--- src/mpu_pkg.sv ---
package mpu_pkg;

  // ----------------------------------------
  // Opcodes
  // ----------------------------------------
  localparam logic [3:0] OP_NOP   = 4'h0;  // No operation.
  localparam logic [3:0] OP_LOAD  = 4'h1;  // Register load from immediate.
  localparam logic [3:0] OP_ADD   = 4'h2;  // Sized field add.
  localparam logic [3:0] OP_CMP   = 4'h3;  // Equality, branch if false.
  localparam logic [3:0] OP_LT    = 4'h4;  // Less than, branch if false.
  localparam logic [3:0] OP_MASK  = 4'h5;  // Non-zero AND, branch if false.
  localparam logic [3:0] OP_JMP   = 4'h6;  // Unconditional jump.
  localparam logic [3:0] OP_MLOAD = 4'h7;  // Host memory read into register.
  localparam logic [3:0] OP_INT   = 4'h8;  // User interrupt.
  localparam logic [3:0] OP_HALT  = 4'h9;  // Stop, drop busy.

  // ----------------------------------------
  // Instruction word layout
  // ----------------------------------------
  localparam int F_OP   = 0;   // Opcode, 4 bits.
  localparam int F_SIZE = 4;   // Field size code, 2 bits.
  localparam int F_IDX  = 6;   // Four 5-bit register indices.
  localparam int F_SEL  = 26;  // Four 3-bit start bytes.
  localparam int F_IMM  = 63;  // Immediate word follows.

  typedef struct packed {
    logic [3:0]  op;     // Opcode.
    logic [1:0]  size;   // 1, 2, 4 or 8 bytes.
    logic [63:0] o0;
    logic [63:0] o1;
    logic [63:0] o2;
    logic [63:0] o3;
    logic [2:0]  s0;
    logic [2:0]  s1;
    logic [2:0]  s2;
    logic [2:0]  s3;
    logic [4:0]  idx0;   // Also write destination.
    logic [4:0]  idx1;
    logic [4:0]  idx2;
    logic [4:0]  idx3;
    logic [15:0] isize;  // Length in words.
  } mpu_op_t;

  typedef struct packed {
    logic [4:0]  idx;    // Destination register.
    logic [63:0] data;   // Source taken from byte 0.
    logic [2:0]  r_sel;  // Destination start byte.
    logic [1:0]  size;
    logic        we;
  } mpu_wr_t;

  typedef struct packed {
    logic [15:0] incr;   // Step when not loading.
    logic        load;   // Take data as next ip.
    logic [15:0] data;
  } mpu_ip_t;

  typedef struct packed {
    logic [63:0] addr;
    logic        start;  // One-cycle issue.
  } mpu_hm_req_t;

  // Byte mask for a size code, right aligned.
  function automatic logic [63:0] size_mask(input logic [1:0] size);
    case (size)
      2'd0:    return 64'h0000_0000_0000_00ff;
      2'd1:    return 64'h0000_0000_0000_ffff;
      2'd2:    return 64'h0000_0000_ffff_ffff;
      default: return 64'hffff_ffff_ffff_ffff;
    endcase
  endfunction

endpackage

--- src/mpu_host_port.sv ---
module mpu_host_port #(
  parameter int HM_CREDITS = 2
) (
  input  logic                 clk,
  input  logic                 rst_n,
  input  mpu_pkg::mpu_hm_req_t req,        // Level while MLOAD is current.
  input  logic                 hm_rsp_valid,
  input  logic [63:0]          hm_rsp_data,
  input  logic                 hm_credit,
  output mpu_pkg::mpu_hm_req_t hm_req,
  output logic                 can_issue,
  output logic                 data_ready,
  output logic [63:0]          data
);

  localparam int CW = $clog2(HM_CREDITS + 1);

  logic [CW-1:0] credits;
  logic          pend;         // Request sent for the current MLOAD.
  logic          issue;
  logic          req_start_q;
  logic [63:0]   req_addr_q;

  assign can_issue = credits != '0;
  assign issue     = req.start && can_issue && !pend;  // One per instruction.
  assign hm_req    = '{addr: req_addr_q, start: req_start_q};

  always_ff @(posedge clk) begin
    if (!rst_n) begin
      credits     <= CW'(HM_CREDITS);
      pend        <= 1'b0;
      req_start_q <= 1'b0;
      data_ready  <= 1'b0;
    end else begin
      credits     <= credits - CW'(issue) + CW'(hm_credit);
      pend        <= req.start && (pend || issue);  // Drops once MLOAD retires.
      req_start_q <= issue;
      data_ready  <= hm_rsp_valid;                  // One cycle after response.
    end
  end

  always_ff @(posedge clk) begin
    if (issue) req_addr_q <= req.addr;
    if (hm_rsp_valid) data <= hm_rsp_data;  // Held for the register write.
  end

  a_credit_max: assert property (@(posedge clk) disable iff (!rst_n)
    credits <= CW'(HM_CREDITS));

endmodule

--- config.mk ---
export PLATFORM = sky130hd
export DESIGN_NAME = mpu_host_port
export DESIGN_NICKNAME = d
export VERILOG_FILES = /design/src/mpu_pkg.sv /design/src/mpu_host_port.sv
export SDC_FILE = /design/constraint.sdc
export NUM_CORES = 1
export LEC_CHECK = 0
export BUFFER_PORTS_ARGS = -buffer_cell sky130_fd_sc_hd__buf_4
export CAP_MARGIN = 0
export CELL_PAD_IN_SITES_DETAIL_PLACEMENT = 0
export CELL_PAD_IN_SITES_GLOBAL_PLACEMENT = 2
export CORE_MARGIN = 2
export CORE_UTILIZATION = 27
export DETAILED_ROUTE_END_ITERATION = 10
export PLACE_DENSITY = 0.85
export SETUP_SLACK_MARGIN = 0.4
export SLEW_MARGIN = 20
export SYNTH_ARGS = -nofsm -noshare
export SYNTH_HDL_FRONTEND = slang
export SYNTH_SLANG_ARGS = --single-unit
--- constraint.sdc ---
create_clock -name clk -period 7.7 [get_ports clk]
set_input_delay 1.155 -clock clk [delete_from_list [all_inputs] [get_ports clk]]
set_output_delay 1.155 -clock clk [all_outputs]
set_load 0.1 [all_outputs]
==> flow_summary.json <==
{
  "status": "finished clean",
  "syn-mean-instance-area_um2": 27.6,
  "path_max_fanout": 65,
  "synth.net_count": 282,
  "irDropWorstVdd_uv": 160,
  "die_h_um": 127,
  "io_pins": 264,
  "synthDistinctLibCells": 12,
  "setup_viol": 0,
  "drc": 0,
  "clock_latency_ns": 0.41,
  "p_per_area_nw_per_um2": 367,
  "initial_core_util_pct": 27.8,
  "cts_resized": 0,
  "synth-xor-area-share_pct": 0.555,
  "startpoint": "req[0]",
  "cts_hold_buf": 0,
  "yosys-top-cells-area": "edfxtp_1, dfxtp_1, ha_1",
  "die_w_um": 127,
  "tns_ns": 0,
  "fmax_mhz": 399,
  "port_buffers": 263,
  "cts_sinks": 133,
  "syn-instance-count": 147,
  "synthMuxAreaShare_pct": 0,
  "area_growth_syn_to_layout_pct": 69.5,
  "cts_setup_buffers": 0,
  "finalMaxSlewViolations": 0,
  "final.min_clock_period_ns": 2.51,
  "cts_made_buffers": 17,
  "overflow": 0,
  "endpoint_kind": "flop",
  "dieArea_um2": 16000,
  "drtIter0Drc": 181,
  "finalClockSkew_ns": 0.00372,
  "ff_latch_area_um2": 3940,
  "required_ns": 8.06,
  "yosys.area.top_type": "edfxtp_1",
  "place_congestion": 0.759,
  "antenna_found_initial": 0,
  "first_pass_iters": 4,
  "fillerInstances": 1281,
  "hp-start": "pend",
  "clockBufferDepth": 2,
  "core_area_um2": 14600,
  "max_slew.worst_pin.slew_ns": 0.814,
  "hold_slack_ns": 0.493,
  "hold_viol_final": 0,
  "grt_max_degree": 66,
  "hp-class": "flop to flop",
  "layout.nets": 564,
  "root_buffer": "clkbuf_16",
  "placed_cells": 594,
  "layout.cells.non_filler": 626,
  "fin_crit_sh_pct": 32.5,
  "grtUsageTotal_pct": 13.4,
  "viasPerCell": 4.06,
  "row_count": 44,
  "yosys_warnings": 0,
  "via_count": 2544,
  "layout_commonest_cell": "buf_4",
  "cts_max_level": 4,
  "setup.worst_path.start_class": "input pin",
  "grt_pass1_wl_um": 15400,
  "synth.cell_area_um2": 4060,
  "clkTransAtPathRegs_ns": 0.06,
  "cp.arrival_ns": 2.86,
  "grt_pass1_vias": 2657,
  "ys_ff_latch": 133,
  "dp_hpwl_um": 8280,
  "wl_um": 10800,
  "synthSimpleGateAreaFrac_pct": 0.925,
  "avgRoutedWirePerCell_um": 17.3,
  "crit_type": "input pin to flop",
  "diodes": 0,
  "multi_input_area_um2": 101,
  "r2r_start": "credits[1]",
  "cts_tree": "done",
  "drive_gt1_share_pct": 66.7,
  "synth_top_family_by_area": "simple AND/OR/NAND/NOR gates",
  "final_cell_mix": "buf_4, edfxtp_1, clkbuf_16, dfxtp_1",
  "relSlewSlack_pct": 45.7,
  "yosysTopAreaCellShare_pct": 94.7,
  "ys_seq_area_share_pct": 97.2,
  "rsz0062_at_grt": "false",
  "ant_nets": 0,
  "synth_compound_area_share_pct": 0.277,
  "power_mw": 2.53,
  "synth_fa_ha_area_share_pct": 0.617,
  "p_leak_nw": 2.92,
  "drv_cap": 0
}
-- cell families (layout without fill, tap and decap cells) --
logic type	Yosys count	count (layout)
adders and majority gates	2	2
and+or+nand+nor	6	6
xor gates and xnor gates	1	1
AOI/OAI and AO/OA	1	1
buffers and inverters	4	299
DFF	133	133
-- path summary, 6_finish.rpt --
check | to | slack [ns] | depth (start not counted)
max | credits[1] | 5.19 | 8
min | req_start_q | 0.49 | 1
max reg2reg | credits[1] | 5.55 | 8
min reg2reg | req_start_q | 0.49 | 1
-- routing by layer --
metal  GRT usage [%]  wire length (um)  vias to the layer above  part of all wire (%)
met5               0                 0                        -                     0
met4            7.82               296                        0                   2.7
met3            6.16               887                       21                   8.2
met2            22.4              5860                      116                    54
met1            13.7              3750                     1253                    35
li1                -                 -                     1154                     -
-- power by group --
group | switching (mW) | internal, mW | total, mW
sequential | 0.0259 | 0.896 | 0.922
clock | 0.294 | 0.538 | 0.832
combinational | 0.624 | 0.148 | 0.772
-- critical path, cell delays in order --
cell	delay (ns)
buf_4	0.09
nor3b_2	0.15
buf_4	0.64
ha_1	0.36
inv_1	0.05
ha_1	0.14
xnor3_1	0.20
nand2_1	0.07
-- through the flow --
stage / setup WS (ns) / util, % / instance area (um^2)
6_report: 5.19 / 47.2 / 6880
5_1_grt: 5.06 / 47.2 / 6880
2_1_floorplan: 0.526 / - / 4060
4_1_cts: 5.16 / 47.2 / 6880
3_3_place_gp: 4.77 / 43.0 / 6270
3_5_place_dp: 4.73 / 43.0 / 6270
-- synthesized netlist by cell type --
cell	n
buf_4	1
nor4bb_1	1
nand2_1	1
nor3b_1	1
edfxtp_1	128
ha_1	2
xnor3_1	1
o311a_2	1
dfxtp_1	5
and2_1	2
inv_1	3
nor2_1	1
-- cell type report --
class	count	share of cell area, %
sequential	133	57.3
timing repair buffer	264	28.8
clock buffer	17	6.18
tap	184	3.35
clock inverter	15	2.71
multi-input combinational	10	1.47
inverter	3	0.164
-- flip-flops by register name, summed over array words and instances (netlist names) --
signal       flops
credits          2
data            64
req_addr_q      64
data_ready       1
req_start_q      1
pend             1
Power figures use the tool's default switching activity.
