[config.mk]
export PLATFORM = sky130hd
export DESIGN_NAME = mpu_execution
export DESIGN_NICKNAME = d
export VERILOG_FILES = /design/src/mpu_pkg.sv /design/src/mpu_alu.sv /design/src/mpu_execution.sv
export SDC_FILE = /design/constraint.sdc
export NUM_CORES = 1
export LEC_CHECK = 0
export BUFFER_PORTS_ARGS = -buffer_cell sky130_fd_sc_hd__buf_4
export CORE_AREA = 2 2 235 237
export DETAILED_ROUTE_END_ITERATION = 7
export DIE_AREA = 0 0 237 239
export GPL_TIMING_DRIVEN = 0
export PLACE_DENSITY_LB_ADDON = 0.15
export SYNTH_ARGS = -nofsm -noshare
export SYNTH_HDL_FRONTEND = slang
export SYNTH_SLANG_ARGS = --single-unit
[constraint.sdc]
create_clock -name vclk -period 13.1
set_input_delay 1.965 -clock vclk [all_inputs]
set_output_delay 1.965 -clock vclk [all_outputs]
set_load 0.02 [all_outputs]
[src/mpu_pkg.sv]
package mpu_pkg;

  // ----------------------------------------
  // Opcodes
  // ----------------------------------------
  localparam logic [3:0] OP_NOP   = 4'h0;  // No operation.
  localparam logic [3:0] OP_LOAD  = 4'h1;  // Register load from immediate.
  localparam logic [3:0] OP_ADD   = 4'h2;  // Sized field add.
  localparam logic [3:0] OP_CMP   = 4'h3;  // Equality, branch if false.
  localparam logic [3:0] OP_LT    = 4'h4;  // Less than, branch if false.
  localparam logic [3:0] OP_MASK  = 4'h5;  // Non-zero AND, branch if false.
  localparam logic [3:0] OP_JMP   = 4'h6;  // Unconditional jump.
  localparam logic [3:0] OP_MLOAD = 4'h7;  // Host memory read into register.
  localparam logic [3:0] OP_INT   = 4'h8;  // User interrupt.
  localparam logic [3:0] OP_HALT  = 4'h9;  // Stop, drop busy.

  // ----------------------------------------
  // Instruction word layout
  // ----------------------------------------
  localparam int F_OP   = 0;   // Opcode, 4 bits.
  localparam int F_SIZE = 4;   // Field size code, 2 bits.
  localparam int F_IDX  = 6;   // Four 5-bit register indices.
  localparam int F_SEL  = 26;  // Four 3-bit start bytes.
  localparam int F_IMM  = 63;  // Immediate word follows.

  typedef struct packed {
    logic [3:0]  op;     // Opcode.
    logic [1:0]  size;   // 1, 2, 4 or 8 bytes.
    logic [63:0] o0;
    logic [63:0] o1;
    logic [63:0] o2;
    logic [63:0] o3;
    logic [2:0]  s0;
    logic [2:0]  s1;
    logic [2:0]  s2;
    logic [2:0]  s3;
    logic [4:0]  idx0;   // Also write destination.
    logic [4:0]  idx1;
    logic [4:0]  idx2;
    logic [4:0]  idx3;
    logic [15:0] isize;  // Length in words.
  } mpu_op_t;

  typedef struct packed {
    logic [4:0]  idx;    // Destination register.
    logic [63:0] data;   // Source taken from byte 0.
    logic [2:0]  r_sel;  // Destination start byte.
    logic [1:0]  size;
    logic        we;
  } mpu_wr_t;

  typedef struct packed {
    logic [15:0] incr;   // Step when not loading.
    logic        load;   // Take data as next ip.
    logic [15:0] data;
  } mpu_ip_t;

  typedef struct packed {
    logic [63:0] addr;
    logic        start;  // One-cycle issue.
  } mpu_hm_req_t;

  // Byte mask for a size code, right aligned.
  function automatic logic [63:0] size_mask(input logic [1:0] size);
    case (size)
      2'd0:    return 64'h0000_0000_0000_00ff;
      2'd1:    return 64'h0000_0000_0000_ffff;
      2'd2:    return 64'h0000_0000_ffff_ffff;
      default: return 64'hffff_ffff_ffff_ffff;
    endcase
  endfunction

endpackage

[src/mpu_alu.sv]
module mpu_alu (
  input  logic [1:0]  size,
  input  logic [3:0]  op,
  input  logic [63:0] o0,
  input  logic [63:0] o1,
  input  logic [63:0] o2,
  input  logic [2:0]  s0,
  input  logic [2:0]  s1,
  input  logic [2:0]  s2,
  output logic [63:0] res,
  output logic [7:0]  flags
);

  logic [63:0] m;      // Field mask.
  logic [63:0] msb;    // Top bit of the field.
  logic [63:0] a;
  logic [63:0] b;
  logic [63:0] c;
  logic [64:0] sum;
  logic        carry;

  // ----------------------------------------
  // Field extraction
  // ----------------------------------------
  assign m   = mpu_pkg::size_mask(size);
  assign msb = m ^ (m >> 1);  // Only the field's high bit.

  assign a = (o0 >> {s0, 3'b000}) & m;  // Compare left side.
  assign b = (o1 >> {s1, 3'b000}) & m;  // Add and compare right side.
  assign c = (o2 >> {s2, 3'b000}) & m;  // Second add operand.

  // ----------------------------------------
  // Operators
  // ----------------------------------------
  assign sum   = {1'b0, b} + {1'b0, c};
  assign carry = |(sum & ~{1'b0, m});  // Bit just above the field.

  always_comb begin
    unique case (op)
      mpu_pkg::OP_ADD:  res = sum[63:0] & m;  // Wraps inside the field.
      mpu_pkg::OP_CMP:  res = {63'd0, a == b};
      mpu_pkg::OP_LT:   res = {63'd0, a < b};  // Unsigned.
      mpu_pkg::OP_MASK: res = {63'd0, |(a & b)};
      default:          res = '0;
    endcase
  end

  // Sign, carry, zero.
  assign flags = {5'd0, |(res & msb), carry && (op == mpu_pkg::OP_ADD), res == '0};

endmodule

[src/mpu_execution.sv]
module mpu_execution (
  input  mpu_pkg::mpu_op_t     op,
  input  logic [63:0]          hm_data,  // Latched host response.
  output mpu_pkg::mpu_ip_t     ip,
  output mpu_pkg::mpu_wr_t     wr,
  output mpu_pkg::mpu_hm_req_t hm_req,
  output logic                 user_irq,
  output logic [63:0]          user_data
);

  logic [63:0] alu_res;
  logic [7:0]  alu_flags;
  logic        is_cond;    // Branch-if-false opcode.
  logic        alu_false;

  mpu_alu alu_i (
    .size  (op.size),
    .op    (op.op),
    .o0    (op.o0),
    .o1    (op.o1),
    .o2    (op.o2),
    .s0    (op.s0),
    .s1    (op.s1),
    .s2    (op.s2),
    .res   (alu_res),
    .flags (alu_flags)
  );

  // ----------------------------------------
  // Host read and interrupt
  // ----------------------------------------
  assign hm_req.addr  = op.o1;                       // Address from idx1.
  assign hm_req.start = op.op == mpu_pkg::OP_MLOAD;  // Held while MLOAD is current.

  assign user_irq  = op.op == mpu_pkg::OP_INT;
  assign user_data = op.o0;

  // ----------------------------------------
  // Register write
  // ----------------------------------------
  assign wr.idx   = op.idx0;
  assign wr.r_sel = op.s0;
  assign wr.size  = op.size;

  always_comb begin
    unique case (op.op)
      mpu_pkg::OP_MLOAD: wr.data = hm_data;
      mpu_pkg::OP_ADD:   wr.data = alu_res;
      default:           wr.data = op.o1;  // LOAD immediate.
    endcase
  end

  assign wr.we = (op.op == mpu_pkg::OP_ADD) || (op.op == mpu_pkg::OP_LOAD) ||
                 (op.op == mpu_pkg::OP_MLOAD);

  // ----------------------------------------
  // Jumps
  // ----------------------------------------
  assign is_cond   = (op.op == mpu_pkg::OP_CMP) || (op.op == mpu_pkg::OP_LT) ||
                     (op.op == mpu_pkg::OP_MASK);
  assign alu_false = alu_flags[0];  // Zero flag marks a false result.

  always_comb begin
    unique case (op.op)
      mpu_pkg::OP_JMP:  ip.data = op.o0[15:0];
      mpu_pkg::OP_LT:   ip.data = op.o2[15:0];
      mpu_pkg::OP_CMP,
      mpu_pkg::OP_MASK: ip.data = op.o3[15:0];
      default:          ip.data = '0;
    endcase
  end

  assign ip.load = (op.op == mpu_pkg::OP_JMP) || (is_cond && alu_false);
  assign ip.incr = op.isize;  // Skips the immediate word too.

endmodule

==> flow_metrics.py <==
metrics = {
    "status": {
        "run_status": "completed",
    },
    "timing": {
        "fmax_ghz": 0.0987,
        "post-route-min-period_ps": 10130,
        "grt_setup_unrepaired": "false",
        "drv_slew": 0,
        "hold_viol": 0,
        "timing.final.ws_setup_ps": 2970,
        "holdWs_ps": 4130,
        "post-route-period-util_pct": 77.4,
        "slew_headroom_pct": 4.12,
        "setup_viol": 0,
        "worst_pin_slew_ps": 1430,
        "setup_tns_ps": 0,
    },
    "floorplanning": {
        "die_y_um": 239,
        "die_area_um2": 56600,
        "io_pins": 612,
        "rows": 86,
        "core-area_um2": 54300,
        "start_util_pct": 26.1,
        "die_x_um": 237,
    },
    "worst_setup_path": {
        "cp_common_cell": "a21oi_1",
        "cp_max_fo": 10,
        "worst_setup_path_start_kind": "primary input",
        "cp_slowest_cell": "o21ai_0",
        "critPathKind": "primary input to output pin",
        "cp_slowest_stage_delay_ps": 1040,
        "end_kind": "output pin",
        "worstPathArrival_ps": 8170,
        "cp_data_required_time_ps": 11140,
        "path_cells": "clkbuf_1 -> buf_1 -> clkbuf_1 -> mux2i_1 -> nor2_1 -> a21oi_1 -> o21ai_0 -> ha_1 -> inv_1 -> fa_1 -> nand2b_1 -> o2bb2ai_1 -> a21oi_1 -> o31a_1 -> o22ai_1 -> or2_1 -> o31ai_1 -> a21oi_1 -> xor2_1 -> o21ai_1 -> buf_4",
    },
    "yosys": {
        "netlist_top_cells_area": "ha_1 17%, mux2i_1 10%, buf_4 8.1%",
        "synth_top_cell_area_share_pct": 16.8,
        "yosysMostFrequentCell": "nand2_1",
        "netlist_top_cells_count": "223 x nand2_1, 191 x ha_1, 168 x o21ai_0",
        "synthDistinctLibCells": 74,
        "netlist_instances": 2125,
        "ys_warn_count": 0,
        "syn_area_per_cell_um2": 6.69,
        "seq_area_frac_synth_pct": 0,
        "yosysTopAreaCell": "ha_1",
        "syn_nets": 2691,
        "synth_area_um2": 14200,
    },
    "worst_hold_path": {
        "worstHoldPathType": "primary input to output pin",
    },
    "final_layout": {
        "nClkBuffers": 0,
        "utilization_pct": 34.9,
        "regArea_um2": 0,
        "layout-drive-gt1-share_pct": 29.3,
        "syn_to_final_growth_pct": 33.5,
        "finalNetCount": 3210,
        "nFlopsAndLatches": 0,
    },
    "detailed_routing": {
        "vias": 18200,
        "postRouteAntennaNets": 0,
        "drtIter0Drc": 1633,
        "drc": 0,
        "wl_mm": 89.7,
        "via_per_inst": 5.43,
        "post_drt_wl_per_cell_um": 26.8,
        "first_pass_iters": 7,
    },
    "job": {
        "drv_cap": 0,
    },
    "placed_design": {
        "place_worst_setup_slack_ps": 3230,
        "gp_congestion": 1.04,
        "hpwlAfterDp_mm": 79.6,
        "port_buffers": 517,
    },
    "global_route": {
        "grt_pass1_wl_mm": 124,
        "grt_pass1_vias": 17700,
        "grt_max_degree": 11,
        "track_usage_pct": 29.9,
        "antenna_found_initial": 0,
        "overflow": 0,
    },
    "clock_tree": {
        "cts_resized": 0,
        "cts_hold_buf": 0,
        "post-cts-setup-buffer-count": 0,
    },
}
-- critical path, delay by kind of cell --
kind	cells	cell delay [ps]
simple gates	3	510
fa+ha+maj	2	760
compound gates	9	2800
xor+xnor	1	380
mux	1	140
buf+inv	5	1580
-- cells by family after synthesis --
family | count (synthesis) | synth area share, %
xor+xnor | 60 | 3.70
buf+inv | 393 | 14.6
compound gates | 641 | 28.6
mux | 208 | 15.2
simple gates | 631 | 20.9
fa+ha+maj | 192 | 17.0
-- layout by cell type, fill, tap and decap left out, types with 8 or more instances in the layout --
master and n:
buf_4 671, nand2_1 223, ha_1 191, o21ai_0 168, a21oi_1 166, nor2_1 164
mux2i_1 142, inv_1 104, clkbuf_1 89, mux2_2 65, a22oi_1 58, a21o_1 56
nor2b_1 54, a211oi_1 34, nand4_1 31, xor2_1 31, and2_1 29, xnor2_1 29
buf_1 28, nand3_1 28, nand2b_1 22, o21ai_1 20, nor4_1 20, o21a_1 18
o22ai_1 18, a222oi_1 18, buf_2 16, nor3_1 16, o211ai_1 16, o21bai_1 13
nor3b_1 10, or3_1 9, a21boi_0 8, and3_1 8, a31oi_1 8
-- stage by stage --
stage,cell area [um^2],instances
floorplan,14200,2125
global placement,19000,3346
detailed placement,19000,3346
CTS,19000,3346
global route,19000,3346
finish,19000,3347
-- layout make-up --
| type | instances | area [um^2] |
|---|---|---|
| Fill cell | 6039 | 35400 |
| Buffer | 288 | 1690 |
| Antenna cell | 1 | 2.50 |
| Tap cell | 704 | 881 |
| Timing Repair Buffer | 517 | 3880 |
| Inverter | 105 | 394 |
| Multi-Input combinational cell | 1732 | 12100 |
-- routing by layer --
metal / track usage, % / vias to the layer above / share of wire, %
li1: - / 8488 / -
met1: 39.2 / 8712 / 43
met2: 51.2 / 850 / 46
met3: 2.55 / 131 / 6.0
met4: 10.3 / 0 / 4.2
met5: 0 / - / 0
-- final timing paths --
check	from	end	slack, ps	cells past startpoint
max	op[43]	wr[42]	2970	21
min	op[7]	ip[24]	4130	2
