## config.mk

```make
export PLATFORM = sky130hd
export DESIGN_NAME = mpu_decode
export DESIGN_NICKNAME = d
export VERILOG_FILES = /design/src/mpu_pkg.sv /design/src/mpu_decode.sv
export SDC_FILE = /design/constraint.sdc
export NUM_CORES = 1
export LEC_CHECK = 0
export BUFFER_PORTS_ARGS = -buffer_cell sky130_fd_sc_hd__clkbuf_2
export CORE_AREA = 2 2 250 252
export DETAILED_ROUTE_END_ITERATION = 8
export DIE_AREA = 0 0 252 254
export GPL_ROUTABILITY_DRIVEN = 0
export PLACE_DENSITY = 0.3
export SLEW_MARGIN = 25
export SYNTH_ARGS = -nofsm -noshare
export SYNTH_HDL_FRONTEND = slang
export SYNTH_SLANG_ARGS = --single-unit
export TNS_END_PERCENT = 100
```

## constraint.sdc

```tcl
create_clock -name vclk -period 1.7
set_input_delay 0.34 -clock vclk [all_inputs]
set_output_delay 0.34 -clock vclk [all_outputs]
set_load 0.005 [all_outputs]
```

## src/mpu_pkg.sv

```systemverilog
package mpu_pkg;

  // ----------------------------------------
  // Opcodes
  // ----------------------------------------
  localparam logic [3:0] OP_NOP   = 4'h0;  // No operation.
  localparam logic [3:0] OP_LOAD  = 4'h1;  // Register load from immediate.
  localparam logic [3:0] OP_ADD   = 4'h2;  // Sized field add.
  localparam logic [3:0] OP_CMP   = 4'h3;  // Equality, branch if false.
  localparam logic [3:0] OP_LT    = 4'h4;  // Less than, branch if false.
  localparam logic [3:0] OP_MASK  = 4'h5;  // Non-zero AND, branch if false.
  localparam logic [3:0] OP_JMP   = 4'h6;  // Unconditional jump.
  localparam logic [3:0] OP_MLOAD = 4'h7;  // Host memory read into register.
  localparam logic [3:0] OP_INT   = 4'h8;  // User interrupt.
  localparam logic [3:0] OP_HALT  = 4'h9;  // Stop, drop busy.

  // ----------------------------------------
  // Instruction word layout
  // ----------------------------------------
  localparam int F_OP   = 0;   // Opcode, 4 bits.
  localparam int F_SIZE = 4;   // Field size code, 2 bits.
  localparam int F_IDX  = 6;   // Four 5-bit register indices.
  localparam int F_SEL  = 26;  // Four 3-bit start bytes.
  localparam int F_IMM  = 63;  // Immediate word follows.

  typedef struct packed {
    logic [3:0]  op;     // Opcode.
    logic [1:0]  size;   // 1, 2, 4 or 8 bytes.
    logic [63:0] o0;
    logic [63:0] o1;
    logic [63:0] o2;
    logic [63:0] o3;
    logic [2:0]  s0;
    logic [2:0]  s1;
    logic [2:0]  s2;
    logic [2:0]  s3;
    logic [4:0]  idx0;   // Also write destination.
    logic [4:0]  idx1;
    logic [4:0]  idx2;
    logic [4:0]  idx3;
    logic [15:0] isize;  // Length in words.
  } mpu_op_t;

  typedef struct packed {
    logic [4:0]  idx;    // Destination register.
    logic [63:0] data;   // Source taken from byte 0.
    logic [2:0]  r_sel;  // Destination start byte.
    logic [1:0]  size;
    logic        we;
  } mpu_wr_t;

  typedef struct packed {
    logic [15:0] incr;   // Step when not loading.
    logic        load;   // Take data as next ip.
    logic [15:0] data;
  } mpu_ip_t;

  typedef struct packed {
    logic [63:0] addr;
    logic        start;  // One-cycle issue.
  } mpu_hm_req_t;

  // Byte mask for a size code, right aligned.
  function automatic logic [63:0] size_mask(input logic [1:0] size);
    case (size)
      2'd0:    return 64'h0000_0000_0000_00ff;
      2'd1:    return 64'h0000_0000_0000_ffff;
      2'd2:    return 64'h0000_0000_ffff_ffff;
      default: return 64'hffff_ffff_ffff_ffff;
    endcase
  endfunction

endpackage

```

## src/mpu_decode.sv

```systemverilog
module mpu_decode (
  input  logic [63:0]      word0,
  input  logic [63:0]      imm,
  input  logic [63:0]      rd_data0,
  input  logic [63:0]      rd_data1,
  input  logic [63:0]      rd_data2,
  output logic [4:0]       rd_idx0,
  output logic [4:0]       rd_idx1,
  output logic [4:0]       rd_idx2,
  output mpu_pkg::mpu_op_t op
);

  logic        has_imm;
  logic [63:0] imm_v;  // Zero when no immediate word.
  logic [3:0]  opc;

  assign has_imm = word0[mpu_pkg::F_IMM];
  assign imm_v   = has_imm ? imm : '0;  // Ignore a stale second word.
  assign opc     = word0[mpu_pkg::F_OP +: 4];

  // Register read addresses.
  assign rd_idx0 = word0[mpu_pkg::F_IDX +: 5];
  assign rd_idx1 = word0[mpu_pkg::F_IDX + 5 +: 5];
  assign rd_idx2 = word0[mpu_pkg::F_IDX + 10 +: 5];

  // ----------------------------------------
  // Field unpack
  // ----------------------------------------
  always_comb begin
    op.op    = opc;
    op.size  = word0[mpu_pkg::F_SIZE +: 2];
    op.idx0  = rd_idx0;
    op.idx1  = rd_idx1;
    op.idx2  = rd_idx2;
    op.idx3  = word0[mpu_pkg::F_IDX + 15 +: 5];  // Decoded, no read port.
    op.s0    = word0[mpu_pkg::F_SEL +: 3];
    op.s1    = word0[mpu_pkg::F_SEL + 3 +: 3];
    op.s2    = word0[mpu_pkg::F_SEL + 6 +: 3];
    op.s3    = word0[mpu_pkg::F_SEL + 9 +: 3];
    op.isize = has_imm ? 16'd2 : 16'd1;

    // Operand slots, immediate replaces one per opcode.
    op.o0 = (opc == mpu_pkg::OP_JMP) ? imm_v : rd_data0;   // Jump target.
    op.o1 = (opc == mpu_pkg::OP_LOAD) ? imm_v : rd_data1;  // Load value.
    op.o2 = (opc == mpu_pkg::OP_LT) ? imm_v : rd_data2;    // LT target.
    if ((opc == mpu_pkg::OP_CMP) || (opc == mpu_pkg::OP_MASK)) begin
      op.o3 = imm_v;  // CMP and MASK target.
    end else begin
      op.o3 = '0;
    end
  end

endmodule

```

==> results of run 1 <==
routing by layer:
metal  track usage  routed length, microns  part of all wire
met5             0                       0                 0
met4        0.0157                     642             0.021
met3        0.0118                    1720             0.055
met2         0.172                   17000              0.55
met1        0.0952                   11800              0.38
critical path: cells and delay by family:
family / cells / cell delay [ps]
multiplexers: 1 / 310
AND/OR/NAND/NOR: 1 / 320
buffers and inverters: 5 / 740
layout make-up:
cell class                      instances  area [sq um]
Inverter                                1          3.75
Timing Repair Buffer                  603          4170
Tap cell                              790           988
Antenna cell                            2          5.00
Multi-Input combinational cell        339          4220
Fill cell                            6972         51900
power by group:
group          switching (mW)  leakage (nW)  internal (mW)
combinational           0.887          4.69           1.28
clock                       0     0.0000127   0.0000000885
sequential                  0             0              0
what timing repair did:
item / 4_1_cts / 5_1_grt
buffers inserted: 25 / 4
gates cloned: 19 / 3
pin swaps: 9 / 9
endpoints found under the setup margin: 256 / 256
resized for setup: 268 / 160
worst paths after layout:
path              slack, ps  cells after the start  startpoint       to
setup / recovery       -370                      7    word0[3]  op[186]
hold / removal          680                      0   word0[22]   op[17]
cells in the mapped netlist:
master,n
sky130_fd_sc_hd__and2_1,64
sky130_fd_sc_hd__and4bb_2,1
sky130_fd_sc_hd__buf_2,3
sky130_fd_sc_hd__buf_4,86
sky130_fd_sc_hd__clkbuf_1,20
sky130_fd_sc_hd__conb_1,1
sky130_fd_sc_hd__inv_1,1
sky130_fd_sc_hd__mux2_1,60
sky130_fd_sc_hd__mux2_2,132
sky130_fd_sc_hd__nand2b_1,1
sky130_fd_sc_hd__nor3b_1,64
sky130_fd_sc_hd__nor4b_1,2
sky130_fd_sc_hd__xnor2_1,1
per-stage QoR:
stage	hold WS, ps	util	setup TNS, ps	power, mW	std cells
detailed placement	680	0.119	-77760	1.52	1696
global placement	680	0.119	-76400	1.54	1696
floorplan	761	-	0	0.723	449
global route	680	0.153	-76910	2.31	1733
finish	680	0.153	-63220	2.16	1735
CTS	680	0.150	-79350	2.14	1738
cells by family (layout without fill, tap and decap cells):
logic type	after synthesis	count (layout)	share of synthesized area
xor gates and xnor gates	1	1	0.00229
other	1	16	0.000979
and+or+nand+nor	132	132	0.239
muxes	192	192	0.564
buffers and inverters	110	604	0.193
==> results.sh, run 1 <==
export IMPL_detail_route_vias_per_cell=3.12
export IMPL_crit_path_frequent_cell="sky130_fd_sc_hd__clkbuf_16"
export IMPL_maxClockFrequency_mhz=483
export IMPL_boundaryPins=645
export IMPL_endpoint_kind="primary output"
export IMPL_routed_via_count=5417
export IMPL_initial_core_util=0.0625
export IMPL_timing_critical_path_from_type="primary input"
export IMPL_totalWireLength_mm=31.2
export IMPL_most_frequent_standard_cell_in_the_layout_excluding_fill_and_tap_cells="sky130_fd_sc_hd__clkbuf_2"
export IMPL_syn_area_per_cell_sq_um=8.79
export IMPL_layout_cells_most_common_list="446 x sky130_fd_sc_hd__clkbuf_2, 177 x sky130_fd_sc_hd__mux2_4, 63 x sky130_fd_sc_hd__and2_1"
export IMPL_cp_required_ps=1360
export IMPL_run_status="finished with violations"
export IMPL_mappedNetlistArea_sq_mm=0.00383
export IMPL_rsz0062_at_grt="yes"
export IMPL_antenna_violating_nets_post_route=0
export IMPL_synthesis_instances=436
export IMPL_finalInstanceArea_sq_mm=0.00939
export IMPL_crit_path_max_fanout=7
export IMPL_gr_total_overflow=0
export IMPL_n_clock_buffer=0
export IMPL_maxCapViolations=0
export IMPL_overall_die_height_microns=254
export IMPL_setup_violations_final=256
export IMPL_finalMaxSlewViolations=0
export IMPL_detailedPlacementHpwl_mm=21.7
export IMPL_antenna_found_initial=1
export IMPL_detailedRoute_firstIterationViolations=213
export IMPL_synth_top_area_share=0.388
export IMPL_floorplan_die_area_sq_mm=0.0640
export IMPL_post_synth_main_area_contributors="sky130_fd_sc_hd__mux2_2 39%, sky130_fd_sc_hd__mux2_1 18%, sky130_fd_sc_hd__buf_4 17%"
export IMPL_ff_latch_area_sq_um=0
export IMPL_timing_final_crit_period_ps=2070
export IMPL_core_rowCount=91
export IMPL_port_buffers=523
export IMPL_netlist_cell_type_count=13
export IMPL_crit_slowest_cell="sky130_fd_sc_hd__nor4b_4"
export IMPL_postCtsHoldBufs=0
export IMPL_timing_hold_worst_class="in -> out"
export IMPL_criticalPathCategory="in -> out"
export IMPL_ir_worst_vdd_mv=0.0794
export IMPL_final_layout_size_suffix_gt1_frac=0.917
export IMPL_die_width_microns=252
export IMPL_layout_setup_ws_ps=-370
export IMPL_hold_viol_final=0
export IMPL_grt_pass1_vias=5632
export IMPL_place_ws_ps=-438
export IMPL_slowest_delay_ps=320
export IMPL_dr_pass1_iters=4
export IMPL_grt_pass1_wl_mm=40.0
export IMPL_yosysSeqAreaShare=0
export IMPL_drt_wirelength_per_cell_microns=18.0
export IMPL_post_route_drc_count=0
export IMPL_floorplan_core_area_sq_mm=0.0613
export IMPL_yosys_warnings=0
export IMPL_seq_cell_count=0
export IMPL_cp_cell_sequence="clkbuf_16, nor4b_4, clkbuf_16, buf_12, buf_8, mux2_4, buf_6"
export IMPL_failing_checks="negative setup slack"
export IMPL_grt_max_degree=41
export IMPL_critical_path_arrival_ps=1730
export IMPL_grt_total_usage=0.0857
export IMPL_yosys_area_top_type="sky130_fd_sc_hd__mux2_2"
export IMPL_placedInstanceArea_sq_mm=0.00730
export IMPL_period_share=1.22
export IMPL_powerDensity_mw_per_mm2=230
export IMPL_syn2layout_area_growth_pct=145
export IMPL_p_leak_nw=4.69
export IMPL_nNetsFinal=1265
Power figures use the tool's default switching activity.
==> run 2, diff against run 1 <==
==> constraint.sdc (replaced) <==
create_clock -name vclk -period 1.7
set_input_delay 0.17 -clock vclk [all_inputs]
set_output_delay 0.17 -clock vclk [all_outputs]
set_load 0.005 [all_outputs]
==> run 2 against run 1 <==
Net effect:
- routed wire length down 20%
- worst hold slack got worse by 340 ps
- first-iteration DRC count is 10% lower
- critical path depth fell by 1
- count of clock-buffer cells in the layout stayed put
- the run now ends clean
- total power down 30%
- worst setup slack better by 400 ps
- largest cell class unchanged
- global-route usage shrank 1.8 points
- non-clock buffer count down 46
==> results.sh, run 2 (synthesis results as in run 1) <==
export IMPL_combPwrFrac=1.000
export IMPL_layout_cells_most_common_list="516 x sky130_fd_sc_hd__clkbuf_2, 110 x sky130_fd_sc_hd__mux2_2, 64 x sky130_fd_sc_hd__and2_1, 64 x sky130_fd_sc_hd__nor3b_1, 60 x sky130_fd_sc_hd__mux2_1"
export IMPL_grt_pass1_vias=5161
export IMPL_post_route_drc_count=0
export IMPL_nNetsFinal=1219
export IMPL_syn2layout_area_growth_pct=93.8
export IMPL_crit_slowest_cell="sky130_fd_sc_hd__mux2_4"
export IMPL_routed_via_count=5102
export IMPL_finalMaxSlewViolations=0
export IMPL_crit_path_frequent_cell="sky130_fd_sc_hd__buf_6"
export IMPL_cell_internal_pwr_mw=0.832
export IMPL_initial_core_util=0.0625
export IMPL_final_layout_size_suffix_gt1_frac=0.774
export IMPL_gr_total_overflow=0
export IMPL_antenna_found_initial=4
export IMPL_critical_path_buf_inv_count=4
export IMPL_overall_die_height_microns=254
export IMPL_path_delay_family="buffers and inverters"
export IMPL_boundaryPins=645
export IMPL_detailedRoute_firstIterationViolations=191
export IMPL_hold_viol_final=0
export IMPL_netSwitchingFraction=0.451
export IMPL_power_frac_clock=0
export IMPL_seq_cell_count=0
export IMPL_whs_ps=340
export IMPL_postCtsHoldBufs=0
export IMPL_totalWireLength_mm=25.0
export IMPL_p_leak_nw=3.57
export IMPL_core_rowCount=91
export IMPL_timing_hold_worst_class="in -> out"
export IMPL_run_status="finished clean"
export IMPL_dr_pass1_iters=4
export IMPL_ff_latch_area_sq_um=0
export IMPL_detailedPlacementHpwl_mm=21.3
export IMPL_cp_cell_sequence="clkbuf_4, nor4b_4, buf_6, clkbuf_16, mux2_4, buf_6"
export IMPL_timing_final_crit_period_ps=1670
export IMPL_antenna_violating_nets_post_route=0
export IMPL_setup_violations_final=0
export IMPL_maxClockFrequency_mhz=598
export IMPL_n_clock_buffer=0
export IMPL_drt_wirelength_per_cell_microns=14.8
export IMPL_ir_worst_vdd_mv=0.0735
export IMPL_seq_power_share=0
export IMPL_floorplan_core_area_sq_mm=0.0613
export IMPL_endpoint_kind="primary output"
export IMPL_crit_path_max_fanout=8
export IMPL_floorplan_die_area_sq_mm=0.0640
export IMPL_critical_path_arrival_ps=1500
export IMPL_criticalPathCategory="in -> out"
export IMPL_maxCapViolations=0
export IMPL_timing_critical_path_from_type="primary input"
export IMPL_slowest_delay_ps=310
export IMPL_placedInstanceArea_sq_mm=0.00714
export IMPL_powerDensity_mw_per_mm2=204
export IMPL_grt_pass1_wl_mm=32.6
export IMPL_most_frequent_standard_cell_in_the_layout_excluding_fill_and_tap_cells="sky130_fd_sc_hd__clkbuf_2"
export IMPL_grt_total_usage=0.0675
export IMPL_die_width_microns=252
export IMPL_finalInstanceArea_sq_mm=0.00743
export IMPL_switching_power_mw=0.683
export IMPL_detail_route_vias_per_cell=3.02
export IMPL_period_share=0.984
export IMPL_grt_max_degree=38
export IMPL_cp_required_ps=1530
export IMPL_rsz0062_at_grt="yes"
export IMPL_port_buffers=523
-- run 2: cell types whose count changed in the layout (fill, tap and decap cells not counted), sizes merged --
cell    previous run  this run
buf              148        37
clkbuf           455       520
-- run 2: routing by layer --
layer / global-route usage / share of wire
met1: 0.0756 / 0.38
met2: 0.128 / 0.52
met3: 0.0100 / 0.061
met4: 0.0238 / 0.036
met5: 0 / 0.0011
-- run 2: path summary, 6_finish.rpt --
kind | from | to | cells past startpoint
worst max-delay path | word0[2] | op[219] | 6
worst min-delay path | word0[22] | op[17] | 0
-- run 2: layout make-up --
class | instances | area (sq um)
Multi-Input combinational cell | 339 | 3270
Timing Repair Buffer | 557 | 3160
Tap cell | 790 | 988
Inverter | 1 | 3.75
Antenna cell | 2 | 5.00
Fill cell | 7163 | 53800
-- run 2: what timing repair did --
action / 4_1_cts / 5_1_grt
resized for setup: 17 / 30
gates cloned: 1 / 2
pin swaps: 1 / 1
setup endpoints to repair: 107 / 69
setup buffers: 1 / 0
-- run 2: power groups by stage --
| stage | combinational [mW] | clock, mW | sequential [mW] |
|---|---|---|---|
| after global placement | 1.48 | 0 | 0 |
| after floorplan | 0.723 | 0 | 0 |
| after detailed placement | 1.47 | 0 | 0 |
| after global routing | 1.64 | 0 | 0 |
| after CTS | 1.50 | 0 | 0 |
| final | 1.52 | 0.000000158 | 0 |
-- run 2: stage by stage --
stage          TNS (ps)  worst slack [ps]  cells  power (mW)   util
2_1_floorplan         0               352    449       0.723      -
3_3_place_gp      -4020             -77.2   1683        1.48  0.117
5_1_grt            -183             -28.5   1687        1.64  0.121
3_5_place_dp      -3690             -72.9   1683        1.47  0.117
4_1_cts           -94.5             -14.2   1685        1.50  0.119
6_report              0              26.7   1689        1.52  0.121
